### src/include/core_macros.svh
// core widths, reset address and opcode constants, included by RTL and testbench files
`ifndef CORE_MACROS_SVH
`define CORE_MACROS_SVH

// datapath and instruction widths
`define XLEN        64
`define ILEN        32

// register file geometry
`define REG_AW      5
`define NREGS       32

// first fetch address after reset
`define RESET_PC    64'h0000_0000_0000_0000

// custom word that emits the low byte of x10
`define PUTCH_INST  32'h0000_007b

// major opcodes, bits [6:0]
`define OP_LUI      7'b0110111
`define OP_OPIMM    7'b0010011
`define OP_OP       7'b0110011
`define OP_BRANCH   7'b1100011
`define OP_JAL      7'b1101111
`define OP_LOAD     7'b0000011
`define OP_STORE    7'b0100011

`endif
### src/hw/core_pkg.sv
// shared core types: instruction views, micro-operation and memory request, imported by RTL
`default_nettype none
`include "core_macros.svh"

package core_pkg;

  typedef struct packed {
    logic [6:0]         funct7;
    logic [`REG_AW-1:0] rs2;
    logic [`REG_AW-1:0] rs1;
    logic [2:0]         funct3;
    logic [`REG_AW-1:0] rd;
    logic [6:0]         opcode;
  } rtype_t;

  // imm[4:0] overlays rs2, imm[11:5] overlays funct7
  typedef struct packed {
    logic [11:0]        imm;
    logic [`REG_AW-1:0] rs1;
    logic [2:0]         funct3;
    logic [`REG_AW-1:0] rd;
    logic [6:0]         opcode;
  } itype_t;

  typedef union packed {
    rtype_t r;
    itype_t i;
  } inst_t;

  typedef enum logic [3:0] {
    ALU_ADD,
    ALU_SUB,
    ALU_AND,
    ALU_OR,
    ALU_XOR,
    ALU_SLT,
    ALU_PASS_B
  } alu_op_e;

  typedef struct packed {
    alu_op_e            alu_op;
    logic [`REG_AW-1:0] rs1;
    logic [`REG_AW-1:0] rs2;
    logic [`REG_AW-1:0] rd;
    logic               rd_wen;
    logic [`XLEN-1:0]   imm;
    logic               use_imm;
    logic               is_load;
    logic               is_store;
    logic               is_branch;
    logic               branch_ne;
    logic               is_jal;
    logic               is_putch;
  } uop_t;

  typedef struct packed {
    logic               write;
    logic [`XLEN-1:0]   addr;
    logic [`XLEN-1:0]   wdata;
  } mem_req_t;

endpackage

`default_nettype wire

### src/hw/fetch_unit.sv
// fetch stage: holds the pc, reads one instruction per retire and hands it to execute
`default_nettype none
`include "core_macros.svh"

module fetch_unit (
  input  logic              clk,
  input  logic              i_rst,
  input  logic              i_retired,
  input  logic [`XLEN-1:0]  i_next_pc,
  output logic              o_f_valid,
  output core_pkg::mem_req_t o_f_req,
  input  logic              i_f_ready,
  input  logic [`XLEN-1:0]  i_f_rdata,
  output logic              o_fetched_req,
  input  logic              i_fetched_ack,
  output logic [`XLEN-1:0]  o_pc,
  output core_pkg::inst_t   o_inst
);
  import core_pkg::*;

  // one-shot kick for the first fetch after reset
  logic             boot_q;
  logic [`ILEN-1:0] half;

  // aligned doubleword read, pc only moves while no request is out
  assign o_f_req = '{write: 1'b0, addr: {o_pc[`XLEN-1:3], 3'b000}, wdata: '0};

  assign half = o_pc[2] ? i_f_rdata[2*`ILEN-1:`ILEN] : i_f_rdata[`ILEN-1:0];

  always_ff @(posedge clk) begin
    if (i_rst) begin
      o_pc          <= `RESET_PC;
      boot_q        <= 1'b1;
      o_f_valid     <= 1'b0;
      o_fetched_req <= 1'b0;
    end else begin
      boot_q <= 1'b0;
      if (boot_q || i_retired) begin
        o_f_valid <= 1'b1;
      end else if (i_f_ready) begin
        o_f_valid <= 1'b0;
      end
      if (i_retired) begin
        o_pc <= i_next_pc;
      end
      if (o_f_valid && i_f_ready) begin
        o_fetched_req <= 1'b1;
      end else if (i_fetched_ack) begin
        o_fetched_req <= 1'b0;
      end
    end
  end

  // held until the next transfer, execute reads it through the decoder
  always_ff @(posedge clk) begin
    if (o_f_valid && i_f_ready) begin
      o_inst <= inst_t'(half);
    end
  end

endmodule

`default_nettype wire

### config.mk
export PLATFORM = sky130hd
export DESIGN_NAME = fetch_unit
export DESIGN_NICKNAME = d
export VERILOG_FILES = /design/src/hw/core_pkg.sv /design/src/hw/fetch_unit.sv
export VERILOG_INCLUDE_DIRS = /design/src /design/src/include
export SDC_FILE = /design/constraint.sdc
export NUM_CORES = 1
export LEC_CHECK = 0
export ABC_CLOCK_PERIOD_IN_PS = 1910
export BUFFER_PORTS_ARGS = -buffer_cell sky130_fd_sc_hd__buf_4
export CORE_AREA = 2 2 140 142
export DETAILED_ROUTE_END_ITERATION = 8
export DIE_AREA = 0 0 142 144
export PLACE_DENSITY = 0.65
export SLEW_MARGIN = 20
export SYNTH_ARGS = -nofsm -noshare
export SYNTH_HDL_FRONTEND = slang
export SYNTH_SLANG_ARGS = --single-unit
### constraint.sdc
create_clock -name clk -period 1.91 [get_ports clk]
set_clock_uncertainty 0.2 [all_clocks]
set_input_delay 0.191 -clock clk [delete_from_list [all_inputs] [get_ports clk]]
set_output_delay 0.191 -clock clk [all_outputs]
set_load 0.01 [all_outputs]
==> results.txt <==
Initial DRT Pass Iterations = 4
Worst hold path startpoint = i_retired
First-pass GRT wire length = 20600 um
Antenna violations before repair = 0
Hold/Removal Path Class = in2reg
# rows = 51
Port bufs = 291
Clock network power share = 0.332
Critical path class = in2reg
Top-count cell post-synth = buf_4
Number of global-route vias before repair = 4022
TritonCTS buffer count = 9
Layout cell share with drive strength beyond 1 = 0.396
Final Routed Wirelength = 14100 um
Multi-input gate area = 1530 um2
Worst Path Max Fanout = 1
Initial Utilization = 0.246
Area share of and/or/nand/nor cells after synthesis = 0.0555
Arr. time, crit path = 1740 ps
Most instantiated cells after synthesis = buf_4 (130), dfxtp_1 (67), nor2_1 (65)
Final non-filler cell area = 8230 um2
Yosys cell types = 14
Final core occ = 0.431
RSZ-0062 raised after global routing = false
Mapped Avg Cell Area = 11.3 um2
Placed cell area = 6420 um2
Main combinational cell family by area after synthesis = buffers and inverters
Routed WL per cell = 13.6 um
Setup ws final = 64.6 ps
Number of max-cap violations = 0
CTS tree = yes
Internal Power = 4.00 mW
Pre-CTS setup slack = 469 ps
Synth Area in XOR/XNOR = 0
Yosys top cell by area = dfxtp_1
Mux cell area share after synthesis = 0.213
Register area = 2300 um2
Total Power Consumption = 5.38 mW
H-tree depth = 3
Setup-failing EPs final = 0
Flop pwr share = 0.442
Clk slew on worst S/H paths = 80 ps
Combinational group share of total power = 0.225
I/O pin cnt = 360
Clk Latency, worst-skew pair = 340 ps
CTS Root Buffer Type = clkbuf_16
Tmin final = 1850 ps
Register area share after synthesis = 0.491
CTS Sinks = 99
Synth area leaders = dfxtp_1 (29%), buf_4 (21%), edfxtp_1 (20%), mux2i_1 (14%), mux2_1 (7.7%)
Status = completed
Core area = 19100 um2
Tcrit/Tclk final = 0.966
DRC errors left = 0
Initial DRC Count = 126
Mapped cell area = 4690 um2
Primary FF master, synth = dfxtp_1
Post-Synth Adder-Cell Area = 0
Setup TNS = 0 ps
Switching pwr = 1.38 mW
Final Hold Viols = 0
Fmax = 542 MHz
Crit. Startpoint = i_f_rdata[23]
Post-route ant nets = 0
Die height = 144 um
GP Congestion = 0.715
Reg2reg start = o_pc[2]$_SDFFE_PP0P_
Largest net degree at the start of global routing = 37
#FFs+latches synth = 99
Total Nets Final = 928
Grt total ovfl = 0
Slew Limit Fails = 0
Post-synthesis compound-gate area fraction = 0.00213
Async S/R FF share, synth = 0
Critical path endpoint category = register
Post-synth top area share = 0.286
PwrDens = 654 nW/um2
Synth warnings = 0
Die width = 142 um
LEAKAGE = 4.04 nW
Worst vdd ir = 0.359 mV
Worst setup SP type = primary input
Number of synthesized flops with an enable pin = 32
Die ar. = 20400 um2
Area delta synth->final = 75.4%
Critical Path RT = 1800 ps
Total of fill cells in the finished design = 1774
Syn Inst Count = 414
Ant. Diodes = 0
Switching share of total power = 0.257
CTS Buffer Depth = 2
DR vias/cell = 3.89
DP HPWL = 8960 um
Total track usage = 0.129
Vias = 4033
[power groups by stage]
stage	Sequential, mW	Combinational [mW]	Clock, mW
final	2.38	1.21	1.79
after global routing	2.39	1.30	1.95
after CTS	2.38	1.19	1.87
after detailed placement	2.42	0.936	0
after global placement	2.42	0.927	0
after floorplan	2.46	0.549	0
[logic make-up (layout without fill, tap and decap cells)]
family,count (synthesis),after routing
and+or+nand+nor,68,68
muxes,96,96
buffers and inverters,148,467
DFF,99,99
AOI/OAI and AO/OA,2,2
other,1,68
[worst max-delay path, stage by stage]
cell,delay [ps]
dlygate4sd3_1,560
buf_4,150
mux2_1,270
dlygate4sd3_1,570
[cell type report]
cell class	instances	area share
Clock buffer	11	0.0309
Clock inverter	5	0.00411
Tap cell	238	0.0362
Multi-Input combinational cell	234	0.186
Sequential cell	99	0.280
Timing Repair Buffer	450	0.463
Inverter	1	0.000456
[path summary, 6_finish.rpt]
path / slack (ps) / end / depth (start not counted)
worst max-delay path: 60 / o_inst[23]$_DFFE_PP_ / 4
worst min-delay path: 90 / o_f_valid$_SDFFE_PP0P_ / 3
worst max register to register: 70 / o_inst[25]$_DFFE_PP_ / 3
worst min register to register: 270 / o_f_valid$_SDFFE_PP0P_ / 2
[through the flow]
| stage | instances | hold slack [ps] |
|---|---|---|
| after floorplan | 481 | 18.7 |
| after global placement | 870 | 223 |
| after detailed placement | 870 | 231 |
| after CTS | 1035 | 61.9 |
| after global routing | 1038 | 91.6 |
| final | 1038 | 86.0 |
[sequential cells by signal, indices dropped and copies added (netlist names)]
| name | count |
|---|---|
| o_pc | 64 |
| o_inst | 32 |
| o_f_valid | 1 |
| o_fetched_req | 1 |
| boot_q | 1 |
[layout by cell type (no fill, tap or decap)]
cell type      count
buf_4            296
nand2_1            1
inv_4              1
nand2b_1           2
conb_1            68
edfxtp_1          32
mux2_1            32
inv_6              1
buf_8              1
dfxtp_2            1
clkinv_2           2
a21oi_1            2
clkbuf_16         10
inv_1              1
clkinv_4           1
nor2_1            65
clkbuf_1           1
mux2i_1           64
dfxtp_1           66
dlygate4sd3_1    149
buf_12             4
[metal layers]
layer | share of wire | wire (um) | global-route usage
met5 | 0 | 0 | 0
met1 | 0.38 | 5300 | 0.140
met3 | 0.062 | 878 | 0.0301
met2 | 0.54 | 7650 | 0.243
met4 | 0.021 | 295 | 0.0484
[timing repair]
item,in CTS,in global routing
buffers inserted,0,3
gates resized for setup,0,3
hold endpoints to repair,98,0
hold buffers,149,0
setup endpoints to repair,0,7
No activity file was read; power rests on OpenSTA's default activity.
