[src/include/core_macros.svh]
// core widths, reset address and opcode constants, included by RTL and testbench files
`ifndef CORE_MACROS_SVH
`define CORE_MACROS_SVH

// datapath and instruction widths
`define XLEN        64
`define ILEN        32

// register file geometry
`define REG_AW      5
`define NREGS       32

// first fetch address after reset
`define RESET_PC    64'h0000_0000_0000_0000

// custom word that emits the low byte of x10
`define PUTCH_INST  32'h0000_007b

// major opcodes, bits [6:0]
`define OP_LUI      7'b0110111
`define OP_OPIMM    7'b0010011
`define OP_OP       7'b0110011
`define OP_BRANCH   7'b1100011
`define OP_JAL      7'b1101111
`define OP_LOAD     7'b0000011
`define OP_STORE    7'b0100011

`endif
[src/hw/core_pkg.sv]
// shared core types: instruction views, micro-operation and memory request, imported by RTL
`default_nettype none
`include "core_macros.svh"

package core_pkg;

  typedef struct packed {
    logic [6:0]         funct7;
    logic [`REG_AW-1:0] rs2;
    logic [`REG_AW-1:0] rs1;
    logic [2:0]         funct3;
    logic [`REG_AW-1:0] rd;
    logic [6:0]         opcode;
  } rtype_t;

  // imm[4:0] overlays rs2, imm[11:5] overlays funct7
  typedef struct packed {
    logic [11:0]        imm;
    logic [`REG_AW-1:0] rs1;
    logic [2:0]         funct3;
    logic [`REG_AW-1:0] rd;
    logic [6:0]         opcode;
  } itype_t;

  typedef union packed {
    rtype_t r;
    itype_t i;
  } inst_t;

  typedef enum logic [3:0] {
    ALU_ADD,
    ALU_SUB,
    ALU_AND,
    ALU_OR,
    ALU_XOR,
    ALU_SLT,
    ALU_PASS_B
  } alu_op_e;

  typedef struct packed {
    alu_op_e            alu_op;
    logic [`REG_AW-1:0] rs1;
    logic [`REG_AW-1:0] rs2;
    logic [`REG_AW-1:0] rd;
    logic               rd_wen;
    logic [`XLEN-1:0]   imm;
    logic               use_imm;
    logic               is_load;
    logic               is_store;
    logic               is_branch;
    logic               branch_ne;
    logic               is_jal;
    logic               is_putch;
  } uop_t;

  typedef struct packed {
    logic               write;
    logic [`XLEN-1:0]   addr;
    logic [`XLEN-1:0]   wdata;
  } mem_req_t;

endpackage

`default_nettype wire

[src/hw/decoder.sv]
// combinational decode of one instruction word into a micro-operation for execute
`default_nettype none
`include "core_macros.svh"

module decoder (
  input  core_pkg::inst_t i_inst,
  output core_pkg::uop_t  o_uop
);
  import core_pkg::*;

  logic [`XLEN-1:0] imm_i;
  logic [`XLEN-1:0] imm_s;
  logic [`XLEN-1:0] imm_b;
  logic [`XLEN-1:0] imm_j;
  logic [`XLEN-1:0] imm_u;

  //////////////////////////////
  // immediates

  assign imm_i = {{52{i_inst.i.imm[11]}}, i_inst.i.imm};
  assign imm_s = {{52{i_inst.i.imm[11]}}, i_inst.i.imm[11:5], i_inst.i.rd};
  assign imm_b = {{52{i_inst.i.imm[11]}}, i_inst.i.rd[0], i_inst.i.imm[10:5],
                  i_inst.i.rd[4:1], 1'b0};
  assign imm_j = {{44{i_inst.i.imm[11]}}, i_inst.i.rs1, i_inst.i.funct3,
                  i_inst.i.imm[0], i_inst.i.imm[10:1], 1'b0};
  assign imm_u = {{32{i_inst.i.imm[11]}}, i_inst.i.imm, i_inst.i.rs1,
                  i_inst.i.funct3, 12'h000};

  //////////////////////////////
  // opcode decode

  always_comb begin
    o_uop     = '0;
    o_uop.rs1 = i_inst.r.rs1;
    o_uop.rs2 = i_inst.r.rs2;
    o_uop.rd  = i_inst.r.rd;
    case (i_inst.r.opcode)
      `OP_LUI: begin
        o_uop.rd_wen  = 1'b1;
        o_uop.use_imm = 1'b1;
        o_uop.imm     = imm_u;
        o_uop.alu_op  = ALU_PASS_B;
      end
      `OP_OPIMM: begin
        // only addi
        o_uop.rd_wen  = (i_inst.i.funct3 == 3'b000);
        o_uop.use_imm = 1'b1;
        o_uop.imm     = imm_i;
      end
      `OP_OP: begin
        o_uop.rd_wen = 1'b1;
        case (i_inst.r.funct3)
          3'b000:  o_uop.alu_op = i_inst.r.funct7[5] ? ALU_SUB : ALU_ADD;
          3'b010:  o_uop.alu_op = ALU_SLT;
          3'b100:  o_uop.alu_op = ALU_XOR;
          3'b110:  o_uop.alu_op = ALU_OR;
          3'b111:  o_uop.alu_op = ALU_AND;
          default: o_uop.rd_wen = 1'b0;
        endcase
      end
      `OP_BRANCH: begin
        o_uop.is_branch = (i_inst.r.funct3[2:1] == 2'b00);
        o_uop.branch_ne = i_inst.r.funct3[0];
        o_uop.imm       = imm_b;
      end
      `OP_JAL: begin
        o_uop.is_jal = 1'b1;
        o_uop.rd_wen = 1'b1;
        o_uop.imm    = imm_j;
      end
      `OP_LOAD: begin
        o_uop.is_load = (i_inst.i.funct3 == 3'b011);
        o_uop.rd_wen  = (i_inst.i.funct3 == 3'b011);
        o_uop.use_imm = 1'b1;
        o_uop.imm     = imm_i;
      end
      `OP_STORE: begin
        o_uop.is_store = (i_inst.i.funct3 == 3'b011);
        o_uop.use_imm  = 1'b1;
        o_uop.imm      = imm_s;
      end
      default: begin
        o_uop.rd_wen = 1'b0;
      end
    endcase
    // putch reads a0
    if (i_inst == `PUTCH_INST) begin
      o_uop.is_putch = 1'b1;
      o_uop.rs1      = 5'd10;
    end
  end

endmodule

`default_nettype wire

[config.mk]
export PLATFORM = sky130hd
export DESIGN_NAME = decoder
export DESIGN_NICKNAME = d
export VERILOG_FILES = /design/src/hw/core_pkg.sv /design/src/hw/decoder.sv
export VERILOG_INCLUDE_DIRS = /design/src /design/src/include
export SDC_FILE = /design/constraint.sdc
export NUM_CORES = 1
export LEC_CHECK = 0
export ABC_AREA = 1
export BUFFER_PORTS_ARGS = -buffer_cell sky130_fd_sc_hd__buf_4
export CORE_UTILIZATION = 40
export DETAILED_ROUTE_END_ITERATION = 10
export PLACE_DENSITY = 0.92
export SLEW_MARGIN = 20
export SYNTH_ARGS = -nofsm -noshare
export SYNTH_HDL_FRONTEND = slang
export SYNTH_SLANG_ARGS = --single-unit
[constraint.sdc]
create_clock -name vclk -period 4.6
set_input_delay 1.15 -clock vclk [all_inputs]
set_output_delay 1.15 -clock vclk [all_outputs]
set_load 0.05 [all_outputs]
==> run metrics <==
Startpoint Class=primary input; Slew HR=64.76%; Cell Pwr Density=86.74 nW/um^2; pre-CTS WS=0.7759 ns; RSZ-0062 raised after global routing=no; leakage power=1.158 nW; Finish-stage setup viols=0; Finished Cell Area=1783 sq um; commonest non-fill, non-tap cell in the layout=buf_4; final hold violation count=0; # clk buffers=0; drt via density=4.822; total inserted antenna cells=0; worst-margin pin slew=0.5281 ns; synthesized area=1169 sq um; GRT overflow=0; FF+latch area=0 sq um; Syn Area/Cell=5.171 sq um; Crit Path Category=in -> out; Die Y-Extent=56.05 microns; io pins=123; fillers=273; cells along the critical path=buf_4 > inv_1 > nand2_2 > nor2_4 > nand2_2 > nand3_4 > nand2_4 > nand2_1 > buf_4 > buf_4; setup repair bufs after CTS=0; Starting Density=42.38%; Die ar.=3142 sq um; Yosys cell types=23; pin count of the biggest net entering global routing=34; layout cell share with drive strength beyond 1=48.84%; Synth Warn #=0; fin nets=335; status=complete, no violations; Hold Path Cell Cnt=2; Max FO, Critical Path=33; synth top area cells=buf_4 28%, nand2_1 18%, nor2_1 13%; number of global-route vias before repair=1367; Synth top area share=27.62%; Placement Cell Area=1783 sq um; # rows=19; fmax=261.6 MHz; CP Data Required Time=3.45 ns; Final Cycle Share=83.11%; Multi-input gate area=749.5 sq um; CP max stage cell=buf_4; PortBufs=122; Iter 0 DRT Violations=52; core box area=2758 sq um; met1 usage=27.17%; Setup crit end kind=primary output; Gate Count Post-Synth=226; gr busiest metal=met2; Net Count, Synth=258; Max Transition Viols Final=0; hpwl dp=3.124 mm; Detailed Routing Iterations Pass 1=4; worst hold path type=in -> out; DR vias=1601; critical path's most frequent cell=buf_4; antenna-violating nets left=0; setup_tns=0 ns; routed len/inst=11.14 microns; drt drc=0; gp weighted congestion=0.8279; met2 Usage GRT=39.97%; Area growth syn-to-layout=52.57%; initial antenna violation count=0; most frequent cells in the layout=124 x buf_4, 57 x nand2_1, 39 x nor2_1; Seq cells=0; cts repair resizes=0; Peak VDD IR=0.08357 mV; Die W=56.05 microns; CTS Hold Bufs=0; Final Routed Wirelength=3.699 mm; CP peak stage delay=0.28 ns; fin crit period=3.823 ns; first-pass GRT wire length=5.796 mm; number of max-cap violations=0; Synth area leader=buf_4; sequential area share after synthesis=0%; met3 global-route usage=2.326%; Final Worst Setup Slack=0.7771 ns; CP arrival=2.67 ns; Global Route Usage Sum=21.64%
## Yosys cell counts
| cell type | instances |
|---|---|
| o21ai_0 | 3 |
| nand2_1 | 57 |
| nand4_1 | 5 |
| buf_6 | 1 |
| buf_2 | 2 |
| buf_4 | 43 |
| inv_1 | 16 |
| nand2_4 | 1 |
| nor3_1 | 3 |
| nand3_4 | 1 |
| o22ai_1 | 1 |
| nand3_1 | 18 |
| nand2_2 | 16 |
| nor2_1 | 39 |
| o211ai_1 | 1 |
| inv_2 | 1 |
| a21oi_1 | 2 |
| conb_1 | 1 |
| nor2_4 | 1 |
| nor2_2 | 3 |
| and2_1 | 7 |
| clkbuf_1 | 3 |
| o21bai_1 | 1 |
## worst max-delay path, delay by kind of cell
family	cells	cell delay [ns]
simple gates	6	0.75
buf+inv	4	0.77
## cell families after synthesis
| group | count (synthesis) | synth area share [%] |
|---|---|---|
| AOI/OAI and AO/OA | 8 | 3.962 |
| and+or+nand+nor | 151 | 59.85 |
| other | 1 | 0.3209 |
| buffers and inverters | 66 | 35.87 |
## metal layers
metal  wire length [microns]  part of all wire (%)
met3                     413                    11
met5                       0                     0
met2                    1764                    48
met4                      46                   1.2
met1                    1474                    40
## metrics by stage
stage	hold WS (ns)	total power [mW]	util [%]	std cells
after detailed placement	2.587	0.1545	64.66	332
after global placement	2.587	0.1534	64.66	332
after global routing	2.593	0.1636	64.66	332
after CTS	2.588	0.1547	64.66	332
final	2.589	0.1547	64.66	332
after floorplan	2.467	0.1052	-	226
## where the power goes
group	internal (mW)	switching, mW
logic	0.0486	0.106
registers	0	0
clock network	0	0
total	0.0486	0.106
## path summary, 6_finish.rpt
kind / from / endpoint / slack [ns]
worst max-delay path: i_inst[3] / o_uop[66] / 0.78
worst min-delay path: i_inst[8] / o_uop[73] / 2.59
## final cells by class
cell class / count / area share [%]
multi-input combinational: 160 / 42.04
tap: 31 / 2.175
timing repair buffer: 124 / 52.21
inverter: 17 / 3.579
Note: power is estimated with default switching activity, not from simulation.
