===== config.mk =====
export PLATFORM = sky130hd
export DESIGN_NAME = bus_arbiter
export DESIGN_NICKNAME = d
export VERILOG_FILES = /design/src/hw/core_pkg.sv /design/src/hw/bus_arbiter.sv
export VERILOG_INCLUDE_DIRS = /design/src /design/src/include
export SDC_FILE = /design/constraint.sdc
export NUM_CORES = 1
export LEC_CHECK = 0
export ABC_AREA = 1
export BUFFER_PORTS_ARGS = -buffer_cell sky130_fd_sc_hd__buf_4
export CAP_MARGIN = 20
export CORE_AREA = 2 2 201 203
export CTS_CLUSTER_SIZE = 16
export DETAILED_ROUTE_END_ITERATION = 7
export DIE_AREA = 0 0 203 205
export HOLD_SLACK_MARGIN = 0.06
export PLACE_DENSITY_LB_ADDON = 0.25
export SLEW_MARGIN = 5
export SYNTH_ARGS = -nofsm -noshare
export SYNTH_HDL_FRONTEND = slang
export SYNTH_SLANG_ARGS = --single-unit

===== constraint.sdc =====
create_clock -name clk -period 2.3 [get_ports clk]
set_input_delay 0 -clock clk [delete_from_list [all_inputs] [get_ports clk]]
set_output_delay 0 -clock clk [all_outputs]
set_load 0.01 [all_outputs]

===== src/include/core_macros.svh =====
// core widths, reset address and opcode constants, included by RTL and testbench files
`ifndef CORE_MACROS_SVH
`define CORE_MACROS_SVH

// datapath and instruction widths
`define XLEN        64
`define ILEN        32

// register file geometry
`define REG_AW      5
`define NREGS       32

// first fetch address after reset
`define RESET_PC    64'h0000_0000_0000_0000

// custom word that emits the low byte of x10
`define PUTCH_INST  32'h0000_007b

// major opcodes, bits [6:0]
`define OP_LUI      7'b0110111
`define OP_OPIMM    7'b0010011
`define OP_OP       7'b0110011
`define OP_BRANCH   7'b1100011
`define OP_JAL      7'b1101111
`define OP_LOAD     7'b0000011
`define OP_STORE    7'b0100011

`endif

===== src/hw/core_pkg.sv =====
// shared core types: instruction views, micro-operation and memory request, imported by RTL
`default_nettype none
`include "core_macros.svh"

package core_pkg;

  typedef struct packed {
    logic [6:0]         funct7;
    logic [`REG_AW-1:0] rs2;
    logic [`REG_AW-1:0] rs1;
    logic [2:0]         funct3;
    logic [`REG_AW-1:0] rd;
    logic [6:0]         opcode;
  } rtype_t;

  // imm[4:0] overlays rs2, imm[11:5] overlays funct7
  typedef struct packed {
    logic [11:0]        imm;
    logic [`REG_AW-1:0] rs1;
    logic [2:0]         funct3;
    logic [`REG_AW-1:0] rd;
    logic [6:0]         opcode;
  } itype_t;

  typedef union packed {
    rtype_t r;
    itype_t i;
  } inst_t;

  typedef enum logic [3:0] {
    ALU_ADD,
    ALU_SUB,
    ALU_AND,
    ALU_OR,
    ALU_XOR,
    ALU_SLT,
    ALU_PASS_B
  } alu_op_e;

  typedef struct packed {
    alu_op_e            alu_op;
    logic [`REG_AW-1:0] rs1;
    logic [`REG_AW-1:0] rs2;
    logic [`REG_AW-1:0] rd;
    logic               rd_wen;
    logic [`XLEN-1:0]   imm;
    logic               use_imm;
    logic               is_load;
    logic               is_store;
    logic               is_branch;
    logic               branch_ne;
    logic               is_jal;
    logic               is_putch;
  } uop_t;

  typedef struct packed {
    logic               write;
    logic [`XLEN-1:0]   addr;
    logic [`XLEN-1:0]   wdata;
  } mem_req_t;

endpackage

`default_nettype wire


===== src/hw/bus_arbiter.sv =====
// merges fetch and data requests onto the single memory port, data side has priority
`default_nettype none
`include "core_macros.svh"

module bus_arbiter (
  input  logic               clk,
  input  logic               i_rst,
  input  logic               i_f_valid,
  input  core_pkg::mem_req_t i_f_req,
  output logic               o_f_ready,
  input  logic               i_d_valid,
  input  core_pkg::mem_req_t i_d_req,
  output logic               o_d_ready,
  output logic [`XLEN-1:0]   o_rdata,
  output logic               o_mem_valid,
  output core_pkg::mem_req_t o_mem_req,
  input  logic               i_mem_ready,
  input  logic [`XLEN-1:0]   i_mem_rdata
);
  import core_pkg::*;

  logic     busy_q;
  logic     grant_d_q;
  logic     sel_d;
  mem_req_t sel_req;

  // locked grant wins while a transfer is stalled
  assign sel_d   = busy_q ? grant_d_q : i_d_valid;
  assign sel_req = sel_d ? i_d_req : i_f_req;

  assign o_mem_valid = sel_d ? i_d_valid : i_f_valid;
  assign o_mem_req   = sel_req;

  assign o_f_ready = !sel_d && i_f_valid && i_mem_ready;
  assign o_d_ready = sel_d && i_d_valid && i_mem_ready;

  // read data goes to both, ready picks the owner
  assign o_rdata = i_mem_rdata;

  always_ff @(posedge clk) begin
    if (i_rst) begin
      busy_q    <= 1'b0;
      grant_d_q <= 1'b0;
    end else if (o_mem_valid && !i_mem_ready) begin
      busy_q    <= 1'b1;
      grant_d_q <= sel_d;
    end else if (i_mem_ready) begin
      busy_q <= 1'b0;
    end
  end

endmodule

`default_nettype wire


==> impl_metrics.yaml <==
floorplan:
  rows: 73
  dieArea_sq_um: 41600
  die-width_um: 203
  ios: 523
  fp.dieH_um: 205
  start_util: 0.0585
  core-area_sq_um: 39400
yosys:
  synth-edff-count: 0
  yosysMostFrequentCell: "nand2_1"
  async_flop_share: 0
  synth_area_sq_um: 2300
  synth_warnings: 0
  synth_area_leaders: "nand2_1, buf_4, buf_6, dfxtp_1, buf_2"
  synth-seq-area-share: 0.0174
  synthTopCellsByCount: "nand2_1, buf_4, buf_6"
  synthSimpleGateAreaFrac: 0.656
  synth_fa_ha_area_frac: 0
  synthMuxAreaShare: 0
  synth_xor_area_frac: 0
  synth_top_family_by_area: "simple AND/OR/NAND/NOR gates"
  ys_types: 13
  synth_top_area_share: 0.640
  yosysTopAreaCell: "nand2_1"
  synth-seq-cells: 2
  synth_cells: 502
  syn-num-nets: 829
  synth_compound_area_frac: 0.00434
  avgSynthCellArea_sq_um: 4.59
  ys.flop_type: "dfxtp_1"
clock_tree:
  cts_setup_buffers: 0
  postCtsHoldBufs: 66
  cts_buffers: 3
  cts_max_path_buffers: 2
  cts_tree: "done"
  path_clk_slew_ps: 30
  cts_sinks: 2
  clkLatencyLatePin_ps: 220
  cts-resized-gates: 0
  cts_htree_levels: 1
  cts_root_buffer: "clkbuf_16"
pwr:
  leakage_nw: 3.46
  p_int_mw: 1.05
  p_comb_frac: 0.827
  switchingPower_mw: 0.698
  power_frac_clock: 0.151
  seq_power_share: 0.023
  p_sw_frac: 0.400
  pwr_density_cell_nw_per_um2: 290
  irDropWorstVdd_v: 0.000209
run:
  cap_violations: 0
drt:
  first_pass_iters: 4
  ant_nets: 0
  post_drt_wl_per_cell_um: 10.7
  viasPerCell: 3.03
  drtIter0Drc: 179
  routed_wl_mm: 15.1
  drc: 0
  vias: 4254
sta:
  rsz0062_at_grt: "false"
  maxSlewViolCount: 0
  setup_tns_ps: 0
  fmax_mhz: 609
  hold_viol: 0
  setup_viol: 0
  period_needed_ps: 1640
  final.setup_skew_ps: 0.870
  slew-limit-headroom: 0.772
  tightestPinTransition_ps: 342
  period_share: 0.714
setup_path:
  path_buf_inv: 3
  cp_max_fo: 62
  crit_path_end_kind: "output pin"
  path_cells: "or2_1 > nand2_4 > inv_4 > buf_12 > nand2_1 > nand2_1 > buf_4"
  crit_family: "simple AND/OR/NAND/NOR gates"
  path_common_cell: "nand2_1"
  arrival_ps: 1640
  cp_slowest_cell: "dfxtp_1"
  critPathRequiredTime_ps: 2300
  crit_type: "reg2out"
  slowest_delay_ps: 320
  cp-start-kind: "register"
placed_design:
  gp_congestion: 0.748
  port_buffers: 394
  dp_cells: 1333
  dp_hpwl_mm: 11.9
global_route:
  grt_usage: 0.0629
  grt_pass1_vias: 4224
  grt_antenna_before_repair: 0
  grt_pass1_wl_mm: 20.9
  overflow: 0
  grt_max_degree: 74
worst_hold_path:
  hold_path_class: "in2reg"
finish:
  n_fill_cell: 4569
  area_growth_pct: 161
  fin_nets: 1206
  seq_area_sq_um: 40.0
  antenna_cells: 0
  drive_above_1_share: 0.460
  stdcell_count: 1402
  multi_input_area_sq_um: 1530
run_status:
  status: "complete, no violations"
-- path summary, 6_finish.rpt --
| check | from | endpoint | slack [ps] | cells after the start |
|---|---|---|---|---|
| worst max-delay path | busy_q$_SDFFE_PP0P_ | o_mem_req[27] | 660 | 7 |
| worst min-delay path | i_mem_ready | grant_d_q$_SDFFE_PP0P_ | 170 | 4 |
| worst max register to register | busy_q$_SDFFE_PP0P_ | busy_q$_SDFFE_PP0P_ | 820 | 4 |
| worst min register to register | grant_d_q$_SDFFE_PP0P_ | grant_d_q$_SDFFE_PP0P_ | 520 | 2 |
-- metal layers --
layer / routed length, um / part of all wire / GRT usage
met3: 1460 / 0.097 / 0.0129
met2: 8370 / 0.56 / 0.131
met4: 295 / 0.020 / 0.0196
met1: 4940 / 0.33 / 0.0607
met5: 0 / 0 / 0
-- cell families after synthesis --
| family | after synthesis |
|---|---|
| AO/OA/AOI/OAI | 2 |
| AND/OR/NAND/NOR | 401 |
| buffers and inverters | 97 |
| flip-flops | 2 |
-- worst reg2reg max path: cells and delay by family (launching register included) --
kind	cells	cell delay, ps
flops	1	320
buf+inv	1	550
simple gates	2	330
compound gates	1	170
-- per-stage QoR --
step / area [sq um] / utilization / hold WS [ps] / power, mW / setup slack (ps)
2_1_floorplan: 2300 / - / 72.4 / 0.690 / 1200
3_3_place_gp: 5280 / 0.134 / 0.0686 / 1.38 / 914
3_5_place_dp: 5280 / 0.134 / 0.0686 / 1.37 / 902
4_1_cts: 6020 / 0.153 / 171 / 1.77 / 679
5_1_grt: 6020 / 0.153 / 218 / 1.89 / 578
6_report: 6020 / 0.153 / 174 / 1.74 / 658
-- registers in the layout, indices dropped and copies added, names as in the netlist --
| signal | cells |
|---|---|
| grant_d_q | 1 |
| busy_q | 1 |
-- area by class of cell --
type / count / share of cell area
repair buffers: 464 / 0.614
flip-flops and latches: 2 / 0.00665
well taps: 525 / 0.109
inverters: 5 / 0.00353
clock buffers: 3 / 0.0125
multi-input cells: 403 / 0.254
-- layout by cell type (no fill, tap or decap), drive strengths merged --
cell | Yosys | routed
nor2 | 4 | 4
inv | 5 | 5
nand2 | 394 | 394
or2 | 1 | 1
o21ai | 1 | 1
a21oi | 1 | 1
clkbuf | 0 | 3
buf | 92 | 398
dfxtp | 2 | 2
nand3 | 2 | 2
dlygate4sd3 | 0 | 66
-- power by group through the flow --
stage	clock network (mW)	logic, mW	registers, mW
final	0.263	1.44	0.0394
after detailed placement	0	1.33	0.0398
after CTS	0.266	1.46	0.0394
after global routing	0.271	1.58	0.0399
after global placement	0	1.34	0.0398
after floorplan	0	0.651	0.0395
(Power assumes the default switching activity.)
