===== src/include/core_macros.svh =====
// core widths, reset address and opcode constants, included by RTL and testbench files
`ifndef CORE_MACROS_SVH
`define CORE_MACROS_SVH

// datapath and instruction widths
`define XLEN        64
`define ILEN        32

// register file geometry
`define REG_AW      5
`define NREGS       32

// first fetch address after reset
`define RESET_PC    64'h0000_0000_0000_0000

// custom word that emits the low byte of x10
`define PUTCH_INST  32'h0000_007b

// major opcodes, bits [6:0]
`define OP_LUI      7'b0110111
`define OP_OPIMM    7'b0010011
`define OP_OP       7'b0110011
`define OP_BRANCH   7'b1100011
`define OP_JAL      7'b1101111
`define OP_LOAD     7'b0000011
`define OP_STORE    7'b0100011

`endif

===== src/hw/core_pkg.sv =====
// shared core types: instruction views, micro-operation and memory request, imported by RTL
`default_nettype none
`include "core_macros.svh"

package core_pkg;

  typedef struct packed {
    logic [6:0]         funct7;
    logic [`REG_AW-1:0] rs2;
    logic [`REG_AW-1:0] rs1;
    logic [2:0]         funct3;
    logic [`REG_AW-1:0] rd;
    logic [6:0]         opcode;
  } rtype_t;

  // imm[4:0] overlays rs2, imm[11:5] overlays funct7
  typedef struct packed {
    logic [11:0]        imm;
    logic [`REG_AW-1:0] rs1;
    logic [2:0]         funct3;
    logic [`REG_AW-1:0] rd;
    logic [6:0]         opcode;
  } itype_t;

  typedef union packed {
    rtype_t r;
    itype_t i;
  } inst_t;

  typedef enum logic [3:0] {
    ALU_ADD,
    ALU_SUB,
    ALU_AND,
    ALU_OR,
    ALU_XOR,
    ALU_SLT,
    ALU_PASS_B
  } alu_op_e;

  typedef struct packed {
    alu_op_e            alu_op;
    logic [`REG_AW-1:0] rs1;
    logic [`REG_AW-1:0] rs2;
    logic [`REG_AW-1:0] rd;
    logic               rd_wen;
    logic [`XLEN-1:0]   imm;
    logic               use_imm;
    logic               is_load;
    logic               is_store;
    logic               is_branch;
    logic               branch_ne;
    logic               is_jal;
    logic               is_putch;
  } uop_t;

  typedef struct packed {
    logic               write;
    logic [`XLEN-1:0]   addr;
    logic [`XLEN-1:0]   wdata;
  } mem_req_t;

endpackage

`default_nettype wire


===== src/hw/exec_unit.sv =====
// execute stage: ALU, branch and jump resolution, load/store sequencing and retire
`default_nettype none
`include "core_macros.svh"

module exec_unit (
  input  logic               clk,
  input  logic               i_rst,
  input  logic               i_fetched_req,
  output logic               o_fetched_ack,
  input  logic [`XLEN-1:0]   i_pc,
  input  core_pkg::uop_t     i_uop,
  input  logic [`XLEN-1:0]   i_rs1_data,
  input  logic [`XLEN-1:0]   i_rs2_data,
  output logic               o_rd_wen,
  output logic [`REG_AW-1:0] o_rd,
  output logic [`XLEN-1:0]   o_rd_wdata,
  output logic               o_ls_start,
  output logic               o_ls_write,
  output logic [`XLEN-1:0]   o_ls_addr,
  output logic [`XLEN-1:0]   o_ls_wdata,
  input  logic               i_ls_done,
  input  logic [`XLEN-1:0]   i_ls_rdata,
  output logic               o_retired,
  output logic [`XLEN-1:0]   o_next_pc,
  output logic               o_putch_valid,
  output logic [7:0]         o_putch_char
);
  import core_pkg::*;

  typedef enum logic [1:0] {S_IDLE, S_EXEC, S_WAIT_MEM} state_e;

  state_e           state;
  logic [`XLEN-1:0] op_b;
  logic [`XLEN-1:0] alu_res;
  logic [`XLEN-1:0] link_pc;
  logic [`XLEN-1:0] next_pc;
  logic             taken;
  logic             is_mem;
  logic             wen_q;
  logic             putch_q;

  //////////////////////////////
  // datapath

  assign op_b = i_uop.use_imm ? i_uop.imm : i_rs2_data;

  always_comb begin
    case (i_uop.alu_op)
      ALU_SUB:    alu_res = i_rs1_data - op_b;
      ALU_AND:    alu_res = i_rs1_data & op_b;
      ALU_OR:     alu_res = i_rs1_data | op_b;
      ALU_XOR:    alu_res = i_rs1_data ^ op_b;
      ALU_SLT:    alu_res = {63'd0, $signed(i_rs1_data) < $signed(op_b)};
      ALU_PASS_B: alu_res = op_b;
      default:    alu_res = i_rs1_data + op_b;
    endcase
  end

  assign taken   = i_uop.is_branch && (i_uop.branch_ne ^ (i_rs1_data == i_rs2_data));
  assign link_pc = i_pc + 64'd4;
  assign next_pc = (taken || i_uop.is_jal) ? i_pc + i_uop.imm : link_pc;
  assign is_mem  = i_uop.is_load || i_uop.is_store;

  //////////////////////////////
  // control

  assign o_fetched_ack = (state == S_IDLE) && i_fetched_req;
  assign o_rd_wen      = o_retired && wen_q;
  assign o_putch_valid = o_retired && putch_q;

  // exec is the retire cycle
  always_ff @(posedge clk) begin
    if (i_rst) begin
      state      <= S_IDLE;
      o_retired  <= 1'b0;
      o_ls_start <= 1'b0;
    end else begin
      o_retired  <= 1'b0;
      o_ls_start <= 1'b0;
      case (state)
        S_IDLE: begin
          if (o_fetched_ack) begin
            o_ls_start <= is_mem;
            o_retired  <= !is_mem;
            state      <= is_mem ? S_WAIT_MEM : S_EXEC;
          end
        end
        S_WAIT_MEM: begin
          if (i_ls_done) begin
            o_retired <= 1'b1;
            state     <= S_EXEC;
          end
        end
        default: state <= S_IDLE;
      endcase
    end
  end

  // results captured at ack, load data replaces them on done
  always_ff @(posedge clk) begin
    if (o_fetched_ack) begin
      o_rd         <= i_uop.rd;
      wen_q        <= i_uop.rd_wen;
      putch_q      <= i_uop.is_putch;
      o_rd_wdata   <= i_uop.is_jal ? link_pc : alu_res;
      o_next_pc    <= next_pc;
      o_putch_char <= i_rs1_data[7:0];
      o_ls_write   <= i_uop.is_store;
      o_ls_addr    <= alu_res;
      o_ls_wdata   <= i_rs2_data;
    end else if (i_ls_done) begin
      o_rd_wdata <= i_ls_rdata;
    end
  end

endmodule

`default_nettype wire


===== config.mk =====
export PLATFORM = sky130hd
export DESIGN_NAME = exec_unit
export DESIGN_NICKNAME = d
export VERILOG_FILES = /design/src/hw/core_pkg.sv /design/src/hw/exec_unit.sv
export VERILOG_INCLUDE_DIRS = /design/src /design/src/include
export SDC_FILE = /design/constraint.sdc
export NUM_CORES = 1
export LEC_CHECK = 0
export ABC_AREA = 1
export BUFFER_PORTS_ARGS = -buffer_cell sky130_fd_sc_hd__buf_2
export CAP_MARGIN = 5
export CELL_PAD_IN_SITES_DETAIL_PLACEMENT = 0
export CELL_PAD_IN_SITES_GLOBAL_PLACEMENT = 1
export CORE_ASPECT_RATIO = 0.7
export CORE_UTILIZATION = 40
export CTS_CLUSTER_SIZE = 10
export DETAILED_ROUTE_END_ITERATION = 10
export PLACE_DENSITY = 0.82
export SLEW_MARGIN = 10
export SYNTH_ARGS = -nofsm -noshare
export SYNTH_HDL_FRONTEND = slang
export SYNTH_SLANG_ARGS = --single-unit

===== constraint.sdc =====
create_clock -name clk -period 11.9 [get_ports clk]
set_input_delay 1.19 -clock clk [delete_from_list [all_inputs] [get_ports clk]]
set_output_delay 1.19 -clock clk [all_outputs]
set_load 0.01 [all_outputs]

==> insert_results.sql <==
INSERT INTO impl_metrics (metric_group, metric, value, unit) VALUES
('timing', 'max_clock_freq', '172', 'MHz'),
('grt', 'grt_antenna_before_repair', '15', ''),
('clocking', 'cts.htree.levels', '2', ''),
('floorplanning', 'chipWidth', '347', 'um'),
('critical_path', 'critPathKind', 'in2reg', ''),
('grt', 'gr-usage-all-layers', '41.7', '%'),
('critical_path', 'cp_cell_sequence', 'buf_4 > buf_4 > o21ai_0 > ha_1 > inv_1 > nand2_1 > o21ai_0 > nand2_1 > nand3_1 > nand2_1 > nand3_1 > nand2_1 > nand2_1 > nand2_1 > nand3_1 > nand4_1 > nand2_1 > nand2_1', ''),
('critical_path', 'cp_slowest_stage_delay', '0.79', 'ns'),
('worst_hold_path', 'holdCritStartpoint', 'state[1]', ''),
('timing', 'finalSetupViolCount', '0', ''),
('clocking', 'cts_tree', 'yes', ''),
('timing', 'grt_setup_unrepaired', 'false', ''),
('cells_and_area', 'most_frequent_cells_in_the_layout', 'sky130_fd_sc_hd__nand2_1 (1644), sky130_fd_sc_hd__inv_1 (968), sky130_fd_sc_hd__buf_2 (614), sky130_fd_sc_hd__nor2_1 (501), sky130_fd_sc_hd__nand3_1 (400)', ''),
('synth', 'synth_top_flop_cell', 'sky130_fd_sc_hd__edfxtp_1', ''),
('route', 'ant_nets', '0', ''),
('floorplanning', 'design.die.area', '0.0843', 'mm2'),
('power_and_ir_drop', 'internal_power', '2.26', 'mW'),
('timing', 'period_share', '48.9', '%'),
('timing', 'slew_headroom', '13.6', '%'),
('cells_and_area', 'total_area_of_multi_input_combinational_cells', '0.0207', 'mm2'),
('timing', 'min_period', '5.82', 'ns'),
('cells_and_area', 'mostFrequentLayoutCell', 'sky130_fd_sc_hd__nand2_1', ''),
('clocking', 'postCtsSetupRepairBufs', '0', ''),
('grt', 'first_global_vias', '34900', ''),
('clocking', 'cts_repair_resize_count', '0', ''),
('synth', 'number_of_synthesized_flops_with_an_enable_pin', '272', ''),
('timing', 'finalHoldViolations', '0', ''),
('synth', 'syn_area_per_cell', '6.19', 'um2'),
('synth', 'synth-seq-area-share', '24.8', '%'),
('worst_hold_path', 'timing.hold.worst_endpoint', 'state[1]', ''),
('critical_path', 'crit_path_end_kind', 'register', ''),
('power_and_ir_drop', 'power.sequential.fraction', '30.9', '%'),
('critical_path', 'crit_path_max_fanout', '68', ''),
('synth', 'synthCells', '5375', ''),
('worst_hold_path', 'hold_path_depth', '2', ''),
('floorplanning', 'die_height', '243', 'um'),
('synth', 'yosysWarningCount', '0', ''),
('synth', 'synth_top_cell_by_area', 'sky130_fd_sc_hd__edfxtp_1', ''),
('route', 'routed_wire_length_per_instance', '26.2', 'um'),
('cells_and_area', 'regArea', '0.00825', 'mm2'),
('timing', 'whs', '0.505', 'ns'),
('critical_path', 'worstReg2RegStart', 'state[1]', ''),
('synth', 'postSynthRegisterBits', '276', ''),
('grt', 'grt_first_pass_wirelength', '251', 'mm'),
('grt', 'grt_start_max_net_pins', '86', ''),
('power_and_ir_drop', 'cellPowerDensity', '106', 'mW/mm2'),
('critical_path', 'crit_top_cell', 'sky130_fd_sc_hd__nand2_1', ''),
('timing', 'totalNegativeSetupSlack', '0', 'ns'),
('critical_path', 'ff2ff_path_depth', '7', ''),
('route', 'via_count', '39100', ''),
('route', 'drt_pass1_iterations', '7', ''),
('cells_and_area', 'fillCellCount', '9045', ''),
('clocking', 'numClockSinks', '276', ''),
('power_and_ir_drop', 'share_comb_of_total_power', '45.8', '%'),
('placement', 'gp_congestion', '1.06', ''),
('floorplanning', 'core.rowCount', '88', ''),
('power_and_ir_drop', 'max_vdd_drop', '0.000112', 'V'),
('timing', 'finalClockSkew', '0.0242', 'ns'),
('cells_and_area', 'finalInstanceArea', '0.0382', 'mm2'),
('floorplanning', 'core_area', '0.0824', 'mm2'),
('clocking', 'ctsHoldBuffers', '0', ''),
('outcome', 'outcome', 'finished clean', ''),
('floorplanning', 'design.portCount', '626', ''),
('critical_path', 'reg2reg_setup_slack', '8.33', 'ns'),
('synth', 'synthArstFlopShare', '0', '%'),
('clocking', 'worst_skew_pair.late_latency', '0.57', 'ns'),
('critical_path', 'r2r_end', 'o_rd_wdata[11]', ''),
('power_and_ir_drop', 'pwr-share-clk', '23.3', '%'),
('cells_and_area', 'layout-drive-gt1-share', '12.3', '%'),
('clocking', 'root_buffer', 'sky130_fd_sc_hd__clkbuf_16', ''),
('synth', 'yosys-top-cells-area', 'sky130_fd_sc_hd__edfxtp_1 (25%), sky130_fd_sc_hd__nand2_1 (19%), sky130_fd_sc_hd__inv_1 (11%), sky130_fd_sc_hd__ha_1 (9.6%), sky130_fd_sc_hd__nand3_1 (6.1%)', '');
==> how the worst max path moves through the flow <==
| stage | to | start | cells past startpoint |
|---|---|---|---|
| 2_1_floorplan | state[1] | i_fetched_req | 6 |
| 3_3_place_gp | o_rd_wdata[43] | i_uop[6] | 18 |
| 3_5_place_dp | o_rd_wdata[43] | i_uop[6] | 18 |
| 4_1_cts | o_rd_wdata[43] | i_uop[6] | 18 |
| 5_1_grt | o_rd_wdata[59] | i_uop[6] | 18 |
| 6_report | o_rd_wdata[43] | i_uop[6] | 18 |
==> flip-flops by register name, summed over array words and instances (netlist names) <==
signal,cells
o_ls_wdata,64
putch_q,1
o_ls_write,1
o_putch_char,8
wen_q,1
o_retired,1
o_rd,5
o_ls_addr,64
state,2
o_ls_start,1
o_rd_wdata,64
o_next_pc,64
==> layout make-up <==
cell class | count | area share (%)
multi-input cells | 3966 | 54.2
flip-flops and latches | 276 | 21.6
inverters | 977 | 9.63
repair buffers | 639 | 8.54
well taps | 1080 | 3.54
clock buffers | 43 | 2.37
clock inverters | 6 | 0.138
diodes | 5 | 0.0328
==> layer usage <==
layer / vias to the layer above / share of wire (%) / routed length [um] / track usage (%)
met4: 10 / 4.7 / 8650 / 16.4
met1: 18000 / 43 / 78300 / 58.7
met3: 301 / 13 / 23300 / 11.9
met2: 2448 / 40 / 73100 / 59.4
met5: - / 0.038 / 70 / 0
li1: 18300 / - / - / -
==> cells in the mapped netlist, types with 5 or more instances <==
cell type	instances
sky130_fd_sc_hd__nand2_1	1648
sky130_fd_sc_hd__inv_1	970
sky130_fd_sc_hd__nor2_1	501
sky130_fd_sc_hd__nand3_1	402
sky130_fd_sc_hd__o21ai_0	294
sky130_fd_sc_hd__edfxtp_1	272
sky130_fd_sc_hd__ha_1	256
sky130_fd_sc_hd__a21oi_1	239
sky130_fd_sc_hd__xor2_1	105
sky130_fd_sc_hd__nand4_1	102
sky130_fd_sc_hd__buf_2	82
sky130_fd_sc_hd__xnor2_1	78
sky130_fd_sc_hd__clkbuf_1	62
sky130_fd_sc_hd__nor3_1	53
sky130_fd_sc_hd__a221oi_1	51
sky130_fd_sc_hd__o22ai_1	49
sky130_fd_sc_hd__o21bai_1	34
sky130_fd_sc_hd__nor4_1	19
sky130_fd_sc_hd__o21ai_1	14
sky130_fd_sc_hd__a21o_1	11
sky130_fd_sc_hd__o211ai_1	11
sky130_fd_sc_hd__or2_2	11
sky130_fd_sc_hd__a31oi_1	10
sky130_fd_sc_hd__buf_1	9
sky130_fd_sc_hd__o21a_1	9
sky130_fd_sc_hd__a211oi_1	8
sky130_fd_sc_hd__nand3b_1	8
sky130_fd_sc_hd__nand2_2	6
sky130_fd_sc_hd__a21boi_0	5
sky130_fd_sc_hd__and2_1	5
sky130_fd_sc_hd__o2111ai_1	5
sky130_fd_sc_hd__o221ai_1	5
==> worst max-delay path: cells and delay by family <==
kind	cells	cell delay (ns)
and+or+nand+nor	12	1.93
AOI/OAI and AO/OA	2	1.21
buffers and inverters	3	1.28
adders and majority gates	1	0.41
==> per-stage QoR <==
step	utilization [%]	cells	total power, mW	worst slack (ns)
6_report	46.4	6992	4.06	6.08
5_1_grt	46.4	6988	4.23	5.94
2_1_floorplan	-	5375	2.30	3.16
3_3_place_gp	45.2	6938	3.05	5.63
3_5_place_dp	45.2	6938	3.06	5.61
4_1_cts	46.4	6987	4.01	6.20
==> cell families after synthesis <==
group | after synthesis | share of synthesized area, %
flip-flops | 276 | 24.8
AND/OR/NAND/NOR | 2772 | 34.6
buffers and inverters | 1133 | 13.1
AO/OA/AOI/OAI | 752 | 12.9
XOR/XNOR | 183 | 4.82
adder cells (fa/ha/maj) | 259 | 9.81
==> power groups by stage <==
stage                     Sequential [mW]  Combinational [mW]  Clock [mW]
after floorplan                      1.34               0.953           0
after global placement               1.27                1.79           0
after detailed placement             1.27                1.79           0
after CTS                            1.25                1.80       0.959
after global routing                 1.26                1.97       0.993
final                                1.25                1.86       0.948
Power figures use the tool's default switching activity.
